## config.mk

```make
export PLATFORM = sky130hd
export DESIGN_NAME = dl_credit_fifo
export DESIGN_NICKNAME = d
export VERILOG_FILES = /design/src/dl_pkg.sv /design/src/dl_credit_fifo.sv
export SDC_FILE = /design/constraint.sdc
export NUM_CORES = 1
export LEC_CHECK = 0
export BUFFER_PORTS_ARGS = -buffer_cell sky130_fd_sc_hd__buf_4
export CAP_MARGIN = 20
export CORE_MARGIN = 4
export CORE_UTILIZATION = 55
export DETAILED_ROUTE_END_ITERATION = 16
export GPL_ROUTABILITY_DRIVEN = 0
export GPL_TIMING_DRIVEN = 0
export PLACE_DENSITY = 0.77
export SYNTH_ARGS = -nofsm -noshare
export SYNTH_HDL_FRONTEND = slang
export SYNTH_SLANG_ARGS = --single-unit
```

## constraint.sdc

```tcl
create_clock -name clk -period 5.23 [get_ports clk]
set_input_delay 0.523 -clock clk [delete_from_list [all_inputs] [get_ports clk]]
set_output_delay 0.523 -clock clk [all_outputs]
set_load 0.03 [all_outputs]
```

## src/dl_pkg.sv

```systemverilog
// Shared widths, word formats and default constants for the ROM download path.
// Modules import this package inside their bodies and use scoped names in port lists.

package dl_pkg;

    // Default sizes, used by dl_top as parameter defaults
    localparam int DEF_MEM_AW     = 8;
    localparam int DEF_FIFO_DEPTH = 4;
    localparam int DEF_WR_CYCLES  = 4;
    localparam int MAX_BURST      = 8;

    // Byte lanes inside one memory word
    localparam int LANE_W  = 3;
    localparam int LANES   = 8;
    localparam int WORD_W  = LANES * 8;
    localparam int BYTE_AW = DEF_MEM_AW + LANE_W;
    localparam int BURST_W = 4;

    typedef logic [BYTE_AW-1:0]    byte_addr_t;
    typedef logic [LANE_W-1:0]     lane_t;
    typedef logic [DEF_MEM_AW-1:0] word_addr_t;
    typedef logic [WORD_W-1:0]     word_t;
    typedef logic [LANES-1:0]      byte_en_t;
    typedef logic [BURST_W-1:0]    burst_len_t;

    // One packed write, data qualified lane by lane
    typedef struct packed {
        word_addr_t addr;
        word_t      data;
        byte_en_t   be;
    } wr_word_t;

    // One burst read request
    typedef struct packed {
        word_addr_t addr;
        burst_len_t len;
    } rd_req_t;

endpackage

```

## src/dl_credit_fifo.sv

```systemverilog
// Circular queue of packed write words between the packer and the memory.
// Each pop returns one credit to the packer, so the queue cannot overflow.

`timescale 1ns/10ps

module dl_credit_fifo #(
    parameter int FIFO_DEPTH = dl_pkg::DEF_FIFO_DEPTH
) (
    input  logic             clk,
    input  logic             rst_n,
    input  logic             push,
    input  dl_pkg::wr_word_t push_word,
    input  logic             pop,
    output logic             q_valid,
    output dl_pkg::wr_word_t q_word,
    output logic             credit_ret
);
    import dl_pkg::*;

    localparam int PTR_W = (FIFO_DEPTH > 1) ? $clog2(FIFO_DEPTH) : 1;
    localparam int CNT_W = $clog2(FIFO_DEPTH + 1);

    wr_word_t         slots [FIFO_DEPTH];
    logic [PTR_W-1:0] wr_ptr;
    logic [PTR_W-1:0] rd_ptr;
    logic [CNT_W-1:0] count;
    logic             do_pop;

    // Pointer step with wrap for any depth
    function automatic logic [PTR_W-1:0] next_ptr(input logic [PTR_W-1:0] ptr);
        if (ptr == PTR_W'(FIFO_DEPTH - 1)) begin
            return '0;
        end
        return ptr + 1'b1;
    endfunction

    assign do_pop     = pop && q_valid;
    assign q_valid    = (count != '0);
    assign q_word     = slots[rd_ptr];
    assign credit_ret = do_pop;

    always_ff @(posedge clk or negedge rst_n) begin
        if (!rst_n) begin
            wr_ptr <= '0;
            rd_ptr <= '0;
            count  <= '0;
        end else begin
            if (push) begin
                wr_ptr <= next_ptr(wr_ptr);
            end
            if (do_pop) begin
                rd_ptr <= next_ptr(rd_ptr);
            end
            count <= count + CNT_W'(push) - CNT_W'(do_pop);
        end
    end

    // Storage, visible at the head one cycle after the push
    always_ff @(posedge clk) begin
        if (push) begin
            slots[wr_ptr] <= push_word;
        end
    end

endmodule

```

Word-level counts from Yosys, hierarchy flattened
Memory sizes are Yosys's and may differ from the RTL's.
Index checks and enable logic that the tools add are counted.
- flip-flop bits (word level): 7
- word-level logic and storage cells: 22
- memory bits (writable): 320
- bits of input ports: 84
- output and inout bits: 82
- memories kept: 1
- memories (name ; words ; width ; read ports ; clocked after Yosys merged registers in ; wr ports ; line ; RTL):
    slots ; 4 ; 80 ; 1 ; 0 ; 1 ; dl_credit_fifo.sv:23 ; wr_word_t slots [FIFO_DEPTH];
- add/sub/neg operators: 4
- reductions and logical operators: 2
- eq/ne operators: 2
- muxes and demuxes: 10
- operators with widths (cell ; number):
    two-way mux 2 bit ; 4
    two-way mux 1 bit ; 6
    adder 2 x 1 -> 2 bit, second input constant ; 2
    == test 2 bit, second input constant ; 2
    adder 3 x 1 -> 3 bit ; 1
    nonzero test 3 bit ; 1
    subtractor 3 x 1 -> 3 bit ; 1
    logical AND 1 bit ; 1

Depth between registers and ports, before layout
- depth after elaboration: 4
- depth in mapped cells: 9
- gate-level depth less buffers: 9

Least setup slack after synthesis
No wires, ideal clock.
- path kind: register to register
- start point: reg wr_ptr[0]
- end point: mem slots[0][0] (netlist name), enable pin
- clock period less this slack: 2930 ps
- buffers on the path: 0
- path slack: 2300 ps
- required time: 4783 ps
- stages on the path, launching flop included: 4
- setup time: 447 ps
- data arrival time: 2483 ps
- path through: dfrtp_1 inv_1 ha_1 and2_1
- RTL lines (item ; line ; RTL):
    start, declared ; dl_credit_fifo.sv:24 ; logic [PTR_W-1:0] wr_ptr;
    start signal, assigned ; dl_credit_fifo.sv:49 ; wr_ptr <= next_ptr(wr_ptr);
    end, declared ; dl_credit_fifo.sv:23 ;
Straight into the memory's write port.

==> impl_metrics.json <==
{
  "p_int_mw": 6.01,
  "p_seq_share_pct": 39.2,
  "grt_max_degree": 57,
  "start_util_pct": 56.5,
  "timing.fmax_mhz": 384,
  "cts_buffers": 31,
  "antenna_found_initial": 0,
  "irDropWorstVdd_mv": 0.447,
  "dieArea_sq_um": 24300,
  "worst_pin_slew_ns": 0.555,
  "critPathSlowestCell": "mux4_2",
  "critPathArrivalTime_ns": 2.08,
  "yosysSeqAreaShare_pct": 81.3,
  "cts_tree": "built",
  "ys_seq_elements": 327,
  "yosysUniqueCellTypes": 19,
  "viasPerCell": 5.56,
  "cts_resized": 0,
  "leakage_nw": 5.10,
  "p_per_area_nw_per_um2": 599,
  "grt_pass1_wl_mm": 34.2,
  "synth_ff_type": "edfxtp_1",
  "slowest_delay_ns": 0.53,
  "clkLatencyLatePin_ns": 0.54,
  "vias": 5300,
  "grt_pass1_vias": 5976,
  "path_clk_slew_ns": 0.06,
  "final_common_cell": "edfxtp_1",
  "cts_sinks": 327,
  "p_switching_mw": 2.82,
  "slew_headroom_pct": 62.7,
  "place_inst": 899,
  "netSwitchingFraction_pct": 31.9,
  "drc": 0,
  "core-area_sq_um": 21300,
  "routedWlPerCell_um": 23.1,
  "min_period_ns": 2.60,
  "max_cap_viol_count": 0,
  "ys_warn_count": 0,
  "path_cells": "buf_6 > buf_8 > mux4_2 > buf_4",
  "row_count": 53,
  "status": "finished clean",
  "fin_tns_setup_ns": 0,
  "htreeDepth": 1,
  "final_util_pct": 69.2,
  "drive_gt1_share_pct": 46.6,
  "combPwrFrac_pct": 36.7,
  "hold_class": "input pin to flip-flop",
  "finalHoldViolations": 0,
  "syn_area_sq_um": 12000,
  "cts.path.max_buffers": 3,
  "drt_first_pass_iters": 4,
  "antenna_cells": 0,
  "drt-total-wl_mm": 22.0,
  "area_growth_pct": 22.4,
  "grt_remaining_overflow": 0,
  "critPathRequiredTime_ns": 4.71,
  "ant_nets": 0,
  "async_flop_share_pct": 2.14,
  "instances_no_fill": 953,
  "layout_common_cells": "320 x edfxtp_1, 165 x buf_4, 80 x mux4_2",
  "path_max_fanout": 10,
  "root_buffer": "clkbuf_16",
  "min_period_over_period_pct": 49.8,
  "synth_cells": 455,
  "die_w_um": 156,
  "power_mw": 8.83,
  "grt_usage_pct": 18.4,
  "syn-num-nets": 547,
  "final_nets": 750,
  "hpwl_mm": 13.6,
  "cts_hold_buf": 1,
  "slew_viol_final": 0,
  "start_kind": "flip-flop",
  "ioPinCount": 166,
  "setup_viol": 0,
  "worst_setup_path_end_kind": "output pin",
  "drt_iter0_markers": 322,
  "clockPowerShare_pct": 24.1,
  "finalClockSkew_ns": 0.0109,
  "die_h_um": 156,
  "crit_type": "flip-flop to output pin",
  "grt_setup_unrepaired": "false",
  "syn_area_per_cell_sq_um": 26.5,
  "portBuffers": 165,
  "synth_enable_flop_cells": 320,
  "cts_setup_buffers": 0
}
## registers in the layout, indices dropped and copies added (netlist names)
signal  cells
count       3
rd_ptr      2
slots     320
wr_ptr      2
## logic make-up (layout without fill, tap and decap cells)
logic type      count (synthesis)  after routing  share of synthesized area, %
xor+xnor                        2              2                         0.146
simple gates                    8              8                         0.395
mux                            82             82                          15.2
buf+inv                        25            248                          1.97
fa+ha+maj                       8              8                         0.894
compound gates                  3              3                         0.146
flops                         327            327                          81.3
## power groups by stage
stage               sequential [mW]  combinational (mW)  clock, mW
detailed placement             3.52                3.30          0
CTS                            3.47                3.31       2.18
floorplan                      3.51                2.21          0
finish                         3.46                3.24       2.12
global placement               3.55                3.20          0
global route                   3.50                3.43       2.29
## cells in the mapped netlist, types with 2 or more instances
cell / n / area [sq um]
edfxtp_1: 320 / 9610
buf_12: 7 / 140
xnor2_1: 2 / 17.5
buf_2: 9 / 45.0
o21ai_0: 2 / 10.0
and2_1: 4 / 25.0
mux4_2: 80 / 1800
mux2_2: 2 / 22.5
inv_1: 7 / 26.3
ha_1: 7 / 87.6
dfrtp_1: 7 / 175
## layer usage
layer	vias to the layer above	part of all wire (%)	GRT usage (%)
met5	-	0	0
met2	116	54	32.6
li1	2357	-	-
met4	0	1.4	3.54
met3	25	5.5	4.19
met1	2802	39	23.7
## through the flow
stage / hold WS (ns) / cell area (sq um) / worst slack, ns
after floorplan: 0.227 / 12000 / 2.30
after global placement: 0.337 / 13600 / 0.954
after detailed placement: 0.345 / 13700 / 2.79
after CTS: 0.154 / 14700 / 2.57
after global routing: 0.154 / 14700 / 2.52
final: 0.182 / 14700 / 2.63
## critical path: cells and delay by family (launching register included)
family / cells / cell delay, ns
buffers and inverters: 3 / 0.64
DFF: 1 / 0.37
muxes: 1 / 0.53
## layout make-up
type	instances	area, sq um
flip-flops and latches	327	9780
fillers	1269	6560
multi-input cells	103	2020
repair buffers	170	1360
clock buffers	47	896
well taps	275	344
plain buffers	18	211
clock inverters	6	82.6
inverters	7	26.3
## final timing paths
check	from	to	slack, ns	cells past startpoint
min in group asynchronous	rst_n	count[1]	0.34	2
min reg2reg	count[2]	count[2]	0.50	1
min	push_word[55]	slots[2][55]	0.18	1
max	rd_ptr[0]	q_word[71]	2.63	4
max reg2reg	count[1]	count[2]	2.77	9
max in group asynchronous	rst_n	wr_ptr[0]	4.76	2
Note: power is estimated with default switching activity, not from simulation.
