**src/dl_pkg.sv**
```systemverilog
// Shared widths, word formats and default constants for the ROM download path.
// Modules import this package inside their bodies and use scoped names in port lists.

package dl_pkg;

    // Default sizes, used by dl_top as parameter defaults
    localparam int DEF_MEM_AW     = 8;
    localparam int DEF_FIFO_DEPTH = 4;
    localparam int DEF_WR_CYCLES  = 4;
    localparam int MAX_BURST      = 8;

    // Byte lanes inside one memory word
    localparam int LANE_W  = 3;
    localparam int LANES   = 8;
    localparam int WORD_W  = LANES * 8;
    localparam int BYTE_AW = DEF_MEM_AW + LANE_W;
    localparam int BURST_W = 4;

    typedef logic [BYTE_AW-1:0]    byte_addr_t;
    typedef logic [LANE_W-1:0]     lane_t;
    typedef logic [DEF_MEM_AW-1:0] word_addr_t;
    typedef logic [WORD_W-1:0]     word_t;
    typedef logic [LANES-1:0]      byte_en_t;
    typedef logic [BURST_W-1:0]    burst_len_t;

    // One packed write, data qualified lane by lane
    typedef struct packed {
        word_addr_t addr;
        word_t      data;
        byte_en_t   be;
    } wr_word_t;

    // One burst read request
    typedef struct packed {
        word_addr_t addr;
        burst_len_t len;
    } rd_req_t;

endpackage

```
**src/dl_byte_packer.sv**
```systemverilog
// Collects loader bytes into masked 64-bit words and pushes them to the write queue.
// Pushes are paid for with credits, which the queue hands back one per popped word.

`timescale 1ns/10ps

module dl_byte_packer #(
    parameter int FIFO_DEPTH = dl_pkg::DEF_FIFO_DEPTH
) (
    input  logic               clk,
    input  logic               rst_n,
    input  logic               downloading,
    input  logic               ld_wr,
    input  dl_pkg::byte_addr_t ld_addr,
    input  logic [7:0]         ld_data,
    input  logic               credit_ret,
    output logic               ld_ready,
    output logic               push,
    output dl_pkg::wr_word_t   push_word,
    output logic               pending
);
    import dl_pkg::*;

    localparam int CRED_W = $clog2(FIFO_DEPTH + 1);

    logic              started;
    logic              pend_valid;
    word_addr_t        pend_addr;
    word_t             pend_data;
    byte_en_t          pend_be;
    logic [CRED_W-1:0] credits;

    lane_t      in_lane;
    word_addr_t in_addr;
    logic       byte_in;
    logic       same_word;
    logic       new_word;
    logic       cand_valid;
    word_t      cand_data;
    byte_en_t   cand_be;
    logic       need_push;
    logic       has_credit;

    assign in_lane    = ld_addr[LANE_W-1:0];
    assign in_addr    = ld_addr[BYTE_AW-1:LANE_W];
    assign byte_in    = ld_wr && started;
    assign same_word  = !pend_valid || (in_addr == pend_addr);
    assign new_word   = byte_in && !same_word;
    assign has_credit = (credits != '0);

    // Pending word with the incoming byte merged, when it belongs there
    always_comb begin
        cand_data = pend_data;
        cand_be   = pend_be;
        if (byte_in && same_word) begin
            cand_data[in_lane*8 +: 8] = ld_data;
            cand_be[in_lane]          = 1'b1;
        end
    end

    assign cand_valid = pend_valid || (byte_in && same_word);

    // Flush on word change, on a filled top lane, or at the end of the download
    assign need_push = new_word || (cand_valid && (cand_be[LANES-1] || !downloading));

    assign push      = need_push && has_credit;
    assign ld_ready  = started && (!need_push || has_credit);
    assign pending   = pend_valid;

    assign push_word.addr = pend_valid ? pend_addr : in_addr;
    assign push_word.data = cand_data;
    assign push_word.be   = cand_be;

    always_ff @(posedge clk or negedge rst_n) begin
        if (!rst_n) begin
            started    <= 1'b0;
            pend_valid <= 1'b0;
            pend_be    <= '0;
            credits    <= CRED_W'(FIFO_DEPTH);
        end else begin
            started <= 1'b1;
            credits <= credits - CRED_W'(push) + CRED_W'(credit_ret);
            if (push) begin
                // A byte for another word opens the next pending word
                pend_valid <= new_word;
                pend_be    <= new_word ? (byte_en_t'(1) << in_lane) : '0;
            end else if (byte_in && !need_push) begin
                pend_valid <= 1'b1;
                pend_be    <= cand_be;
            end
        end
    end

    always_ff @(posedge clk) begin
        if (push && new_word) begin
            pend_addr                 <= in_addr;
            pend_data[in_lane*8 +: 8] <= ld_data;
        end else if (byte_in && !need_push) begin
            pend_addr <= in_addr;
            pend_data <= cand_data;
        end
    end

endmodule

```
**config.mk**
```make
export PLATFORM = sky130hd
export DESIGN_NAME = dl_byte_packer
export DESIGN_NICKNAME = d
export VERILOG_FILES = /design/src/dl_pkg.sv /design/src/dl_byte_packer.sv
export SDC_FILE = /design/constraint.sdc
export NUM_CORES = 1
export LEC_CHECK = 0
export BUFFER_PORTS_ARGS = -buffer_cell sky130_fd_sc_hd__buf_2
export CAP_MARGIN = 5
export CORE_ASPECT_RATIO = 1.75
export CORE_MARGIN = 4
export CORE_UTILIZATION = 35
export DETAILED_ROUTE_END_ITERATION = 12
export PLACE_DENSITY_LB_ADDON = 0.15
export SYNTH_ARGS = -nofsm -noshare
export SYNTH_HDL_FRONTEND = slang
export SYNTH_SLANG_ARGS = --single-unit
```
**constraint.sdc**
```tcl
create_clock -name clk -period 13.9 [get_ports clk]
set_input_delay 1.39 -clock clk [delete_from_list [all_inputs] [get_ports clk]]
set_output_delay 1.39 -clock clk [all_outputs]
set_load 0.05 [all_outputs]
```
Word-level counts from Yosys, hierarchy flattened. Index checks and enable logic that the tools add are counted.

Register bits: 85. Bits of input ports: 24. Output and inout port bits: 83. Word-level logic and storage cells: 52.

$add $sub $neg: 3. $lt $le $gt $ge: 2. Equal/unequal tests: 1. Shift-type cells: 3. Multiplexer cells: 15. Bitwise gates (word level): 1. Reduce and logical (&&, ||, !) cells: 21.

Operators by type and width (count): two-way mux 64 bit (3); bitwise mux 64 bit (1); variable shift 8 x 34 -> 64 bit (first input constant) (1); variable part select 8 x 34 -> 64 bit (1); two-way mux 8 bit (7); negator 6 -> 34 bit (1); logical AND 1 bit (9); equality test 8 bit (1); bitwise OR 8 bit (1); left shift 1 x 3 -> 8 bit (first input constant) (1); logical OR 1 bit (5); logical NOT 1 bit (4); < comparator 3 x 4 -> 1 bit (second input constant) (1); nonzero test 2 bit (2); adder 3 x 1 -> 3 bit (1); demux 1 bit (select 3 bit) (1); >= comparator 3 x 1 -> 1 bit (second input constant) (1); two-way mux 1 bit (3); nonzero test 3 bit (1); subtractor 3 x 1 -> 3 bit (1).

Depth between registers and ports, before layout. Gate-level depths: netlist of the first run.

Word-level depth: 13. Mapped depth: 12. Mapped depth without buffers: 12.

Worst setup path before layout of the first run. Ideal clock, no wire load.

Path kind: input -> register. Start: input port ld_addr[7]. End: register pend_addr[0] (enable). Library setup time: 0.526 ns. Arrival time: 5.771 ns. Data required time: 13.374 ns. Slack: 7.603 ns. Stages on the path: 7. Path buffers: 2. Cells stage by stage: xnor2_1 -> nand4_1 -> o21ai_1 -> buf_6 -> buf_2 -> nand2_1 -> a21oi_1.

Cells in the longest elaborated chain, start to end: 10. Elaborated cells between the ends (all ways): 15. Classes of those cells: eq/ne (1); mux (1); reduce/logical (13).

RTL lines: from (decl) (line dl_byte_packer.sv:13) `input dl_pkg::byte_addr_t ld_addr,`; equality test 8 bit * (line dl_byte_packer.sv:46) `assign same_word = !pend_valid || (in_addr == pend_addr);`; logical OR 1 bit * (line dl_byte_packer.sv:46); logical AND 1 bit (line dl_byte_packer.sv:54, dl_byte_packer.sv:60); two-way mux 8 bit (line dl_byte_packer.sv:54) `if (byte_in && same_word) begin`; logical OR 1 bit (line dl_byte_packer.sv:63) `assign need_push = new_word || (cand_valid && (cand_be[LANES-1] || !downloading));`; logical AND 1 bit (line dl_byte_packer.sv:63); logical OR 1 bit (line dl_byte_packer.sv:63); logical NOT 1 bit or logical AND 1 bit (tied branches) (line dl_byte_packer.sv:97, dl_byte_packer.sv:65); logical AND 1 bit (on tied branches) (line dl_byte_packer.sv:97, dl_byte_packer.sv:94); nonzero test 2 bit (no line) *; to (signal assigned) (line dl_byte_packer.sv:95) `pend_addr <= in_addr;`; to (signal assigned) (line dl_byte_packer.sv:98) `pend_addr <= in_addr;`; to (decl) (line dl_byte_packer.sv:27) `word_addr_t pend_addr;`.

Every way passes the cells marked *; elsewhere a longest branch is shown, timed or not. A chain may end at the register's enable or synchronous reset.

==> results.ini, run 1 <==
[timing]
fin_setup_tns_ps = 0
rsz0062_at_grt = no
period_share_pct = 40.37
hold_viol_final = 0
finalSetupViolCount = 0
max_freq_mhz = 178.2
layout_min_cycle_time_ps = 5611
final.setup_skew_ps = 8.820
relSlewSlack_pct = 35.76
slew_viol_final = 0
worstMarginPinSlew_ps = 961.6

[die]
die_area_sq_mm = 0.01731
rows = 59
start_util_pct = 35.68
coreArea_sq_mm = 0.01491
dieHeight_um = 171.1
die_w_um = 101.2
io_pins = 107

[critical_path]
slowest_delay_ps = 830
critPathKind = input port to primary output
r2r_start = pend_addr[5]$_DFFE_PP_
crit_arrival_ps = 4220
r2r_setup_slack_ps = 10460
crit_chain = buf_2, clkinv_1, ha_1, nor3b_1, and2_1, mux2_2, buf_2
cp_max_fo = 19
slowest_stage = nor3b_1
cp.required_ps = 12510
cpMostUsedCell = buf_2
startpoint_type = input port
r2r_end = pend_data[9]$_DFFE_PP_
worstSetupEndpointType = primary output
rr_worst_depth = 7

[placement]
hpwl_mm = 10.12
postPlaceCellArea_sq_mm = 0.006035
place.gp.congestion = 0.7923
port_buffers = 106
dpl.cell_count = 682

[clock_tree]
root_buffer = clkbuf_16
clk_path_buf_depth = 2
cts_max_level = 3
numCtsBuffers = 9
clock_sink_count = 85
postCtsSetupRepairBufs = 0
clock_latency_ps = 350
cts.repair.resized = 0
clk_pin_slew_ps = 60
cts_hold_buf = 0
cts_tree = built

[flow_run]
drv_cap = 0

[synthesis]
synth_area_sq_mm = 0.005320
syn_inst = 402
ys_warn_count = 0
ys_ff_latch = 85
syn-num-nets = 435
synth-edff-count = 72
avgSynthCellArea_sq_um = 13.23
ys_seq_area_share_pct = 46.78
ys.flop_type = edfxtp_1
ys_types = 54
async_reset_ff_share_pct = 15.29

[detailed_routing]
detail_route.wl_per_cell_um = 19.36
drt-pass1-iter-count = 4
vias = 3623
drcViolationCount = 0
wirelength_mm = 13.52
postRouteAntennaNets = 0
avgViaCountPerCell = 5.191
drt_iter0_drc = 103

[global_route]
grt_first_pass_wirelength_mm = 21.52
grt_use_total_pct = 16.18
grt_max_degree = 49
grt_pass1_vias = 3909
antenna_found_initial = 0
grt_overflow = 0

[worst_hold_path]
whs_endpoint = credits[2]$_DFF_PN1_
whs_path_depth = 1
hp-class = flip-flop to flip-flop
min_from = credits[1]$_DFF_PN0_

[pwr]
leakage_nw = 2.605
vdd_drop_max_uv = 74.52
power.density_mw_per_mm2 = 131.7

[layout]
final.fill_count = 1439
drive_gt1_share_pct = 55.73
n_antenna_cell = 0
final_cell_count_no_fill = 698
fin_nets = 543
finalInstanceArea_sq_mm = 0.006317
areaGrowthSynthToFinish_pct = 18.74

[run_status]
status = complete, no violations

==> cell usage after synthesis, types with 3 or more instances <==
master	count	area [sq um]
a21oi_1	4	20.02
a31o_2	3	26.28
a31oi_1	5	31.28
a41o_1	5	50.05
and2_1	16	100.1
and3_1	7	43.79
buf_4	4	30.03
dfrtp_1	12	300.3
edfxtp_1	72	2162
ha_1	8	100.1
inv_1	16	60.06
mux2_2	120	1351
mux2_4	8	120.1
mux2i_1	8	80.08
nand2_1	18	67.56
nand2_4	8	90.09
nand4_1	5	31.28
nor2_1	10	37.54
nor2_2	8	50.05
nor3_1	5	25.02
o21ai_0	5	25.02
o21ai_4	6	97.59
xnor2_1	10	87.58
==> power by group <==
group          leakage (nW)  switching, mW  internal [mW]
clock network         0.141          0.109          0.124
registers             0.830         0.0182          0.311
logic                  1.63          0.190         0.0798
==> cells by family after synthesis <==
| group | share of synthesized area [%] |
|---|---|
| AOI/OAI and AO/OA | 7.032 |
| buffers and inverters | 2.752 |
| muxes | 29.16 |
| adders and majority gates | 2.258 |
| xor gates and xnor gates | 1.646 |
| and+or+nand+nor | 10.30 |
| DFF | 46.78 |
| other | 0.07049 |
==> through the flow <==
| step | total power [mW] | setup slack [ps] | util (%) | hold slack [ps] |
|---|---|---|---|---|
| floorplan | 0.5522 | 7603 | - | 482.5 |
| global placement | 0.6046 | 8364 | 40.47 | 502.4 |
| detailed placement | 0.6091 | 8303 | 40.47 | 522.4 |
| CTS | 0.8443 | 8274 | 42.36 | 537.0 |
| global route | 0.8734 | 8022 | 42.36 | 588.3 |
| finish | 0.8321 | 8289 | 42.36 | 523.0 |
==> critical path, delay by kind of cell <==
kind / cells / cell delay (ps)
buffers and inverters: 3 / 930
adder cells (fa/ha/maj): 1 / 610
multiplexers: 1 / 160
AND/OR/NAND/NOR: 2 / 1120
==> area by class of cell <==
type / count / area (sq um) / share of cell area, %
Multi-Input combinational cell: 289 / 2708 / 42.86
Sequential cell: 85 / 2489 / 39.39
Timing Repair Buffer: 108 / 545.5 / 8.635
Tap cell: 183 / 229.0 / 3.624
Clock buffer: 9 / 225.2 / 3.565
Inverter: 17 / 63.81 / 1.010
Clock inverter: 7 / 57.56 / 0.9111
==> registers in the layout, indices dropped and copies added (netlist names) <==
name       cells
pending        1
pend_data     64
pend_addr      8
pend_be        8
credits        3
started        1
==> cell usage in the layout (no fill, tap or decap), drive strengths merged, types with 7 or more instances in the layout <==
cell    instances
mux2          128
buf           108
edfxtp         72
nand2          26
inv            19
nor2           18
and2           16
o21ai          14
dfrtp          12
xnor2          10
clkbuf          9
mux2i           8
ha              8
and3            7
nor3            7
==> layer usage <==
| metal | up-vias | GRT usage, % | wire (um) | share of wire, % |
|---|---|---|---|---|
| li1 | 1732 | - | - | - |
| met1 | 1775 | 18.25 | 5251 | 39 |
| met2 | 94 | 29.36 | 7316 | 54 |
| met3 | 22 | 3.101 | 612 | 4.5 |
| met4 | 0 | 6.481 | 336 | 2.5 |
| met5 | - | 0 | 0 | 0 |
==> worst max path at each step <==
stage	startpoint	to	cells after the start
after floorplan	ld_addr[7]	pend_addr[0]$_DFFE_PP_	7
after global placement	ld_addr[0]	push_word[28]	7
after detailed placement	ld_addr[0]	push_word[58]	7
after CTS	ld_addr[0]	push_word[58]	7
after global routing	ld_addr[0]	push_word[27]	7
final	ld_addr[0]	push_word[29]	7
(Power assumes the default switching activity.)
==> inputs of run 2 (changes only) <==
Clock period 13.9 ns to 5.5 ns, I/O delays scaled along.
==> run 2 against run 1 <==
Critical path depth stayed put. First-iteration DRC count is 17% higher. Clock skew is 1.1 ps higher. Die area stayed put. Hold slack worse by 420 ps. Utilization is 0.47 points higher. Sequential share of layout area is 0.43 points lower.
==> results.ini, run 2 (synthesis results as in run 1) <==
[global_route]
grt_use_total_pct = 16.43
antenna_found_initial = 0
grt_overflow = 0
grt_max_degree = 47
grt_first_pass_wirelength_mm = 21.80
grt_pass1_vias = 3926

[clock_tree]
cts_hold_buf = 0
cts_max_level = 3
root_buffer = clkbuf_16
cts_tree = built
postCtsSetupRepairBufs = 0
numCtsBuffers = 9
clock_latency_ps = 340
cts.repair.resized = 0
clk_pin_slew_ps = 70
clock_sink_count = 85
clk_path_buf_depth = 2

[detailed_routing]
avgViaCountPerCell = 5.229
postRouteAntennaNets = 0
detail_route.wl_per_cell_um = 19.63
drt_iter0_drc = 120
met3WireLength_um = 558
drt-pass1-iter-count = 4
wirelength_mm = 13.70
vias = 3650
wl_met2_mm = 7.392
m1WireLength_mm = 5.355
drcViolationCount = 0
highest_layer = met4

[critical_path]
cp_top_family = simple AND/OR/NAND/NOR gates
cp_max_fo = 19
cpMostUsedCell = buf_2
crit_chain = buf_2, clkinv_1, ha_1, nor3b_1, and2_1, mux2_2, buf_2
slowest_stage = nor3b_1
crit_arrival_ps = 3470
cp.required_ps = 4950
startpoint_type = input port
cp_num_buf_inv = 3
critPathKind = input port to primary output
worstSetupEndpointType = primary output
slowest_delay_ps = 950

[timing]
hold_viol_final = 0
relSlewSlack_pct = 24.70
layout_min_cycle_time_ps = 4019
fin_ws_ps = 1481
final.setup_skew_ps = 9.937
worstMarginPinSlew_ps = 1127
rsz0062_at_grt = no
finalSetupViolCount = 0
hold-worst-slack_ps = 99.33
slew_viol_final = 0
fin_setup_tns_ps = 0
period_share_pct = 73.07
max_freq_mhz = 248.8

[placement]
pre_cts_ws_ps = 1556
hpwl_mm = 10.24
port_buffers = 106
postPlaceCellArea_sq_mm = 0.006047
place.gp.congestion = 0.8053

[layout]
areaGrowthSynthToFinish_pct = 20.06
largest_register_ffs = 64
n_antenna_cell = 0
layout_common_cells = mux2_2 (120), buf_2 (106), edfxtp_1 (72), nand2_1 (18)
final_common_cell = mux2_2
fin_nets = 543
reg_top3 = pend_data x64, pend_addr x8, pend_be x8
finalInstanceArea_sq_mm = 0.006387
largest-register = pend_data
drive_gt1_share_pct = 55.53

[pwr]
vdd_drop_max_uv = 160.7
power.density_mw_per_mm2 = 348.0
leakage_nw = 2.630

[die]
die_w_um = 101.2
io_pins = 107
die_area_sq_mm = 0.01731
rows = 59
coreArea_sq_mm = 0.01491
start_util_pct = 35.68
dieHeight_um = 171.1

[run_status]
status = complete, no violations

[flow_run]
drv_cap = 0

[worst_hold_path]
hp-class = input port to async pin

run 2: per-stage QoR:
step / total power [mW] / utilization [%] / std cells
3_3_place_gp: 1.530 / 40.55 / 682
6_report: 2.223 / 42.83 / 698
2_1_floorplan: 1.396 / - / 402
5_1_grt: 2.330 / 42.83 / 698
3_5_place_dp: 1.542 / 40.55 / 682
4_1_cts: 2.251 / 42.83 / 698
run 2: routing by layer:
metal / GRT usage (%) / vias to the layer above
li1: - / 1739
met1: 18.39 / 1786
met2: 30.02 / 100
met3: 3.019 / 25
met4: 6.713 / 0
met5: 0 / -
run 2: layout make-up:
type | count | area [sq um]
Clock inverter | 6 | 111.4
Clock buffer | 10 | 229.0
Sequential cell | 85 | 2489
Fill cell | 1424 | 8524
Tap cell | 183 | 229.0
Inverter | 17 | 63.81
Timing Repair Buffer | 108 | 558.0
Multi-Input combinational cell | 289 | 2708
run 2: worst register-to-register path, cell delays in order (launching register included):
cell and delay, ps:
dfstp_2 550, or3_1 660, nand2_1 150, o21a_1 210, a21boi_2 160, inv_1 200, ha_1 270, inv_1 50
ha_1 120, inv_1 40, fa_1 380, xnor2_1 180, xnor2_1 140
run 2: report_power, final:
part | internal [mW] | switching [mW]
Sequential | 0.787 | 0.0469
Clock | 0.444 | 0.257
Combinational | 0.204 | 0.483
run 2: worst paths after layout:
| check | startpoint | endpoint | slack, ps | depth (start not counted) |
|---|---|---|---|---|
| hold / removal | rst_n | credits[0]$_DFF_PN0_ | 100 | 1 |
| max in group asynchronous | rst_n | credits[2]$_DFF_PN1_ | 5110 | 1 |
| hold reg to reg | credits[1]$_DFF_PN0_ | credits[2]$_DFF_PN1_ | 530 | 1 |
| setup reg to reg | credits[2]$_DFF_PN1_ | credits[2]$_DFF_PN1_ | 2310 | 12 |
| min in group clk | ld_addr[10] | pend_addr[7]$_DFFE_PP_ | 420 | 1 |
| setup / recovery | ld_addr[0] | push_word[62] | 1480 | 7 |
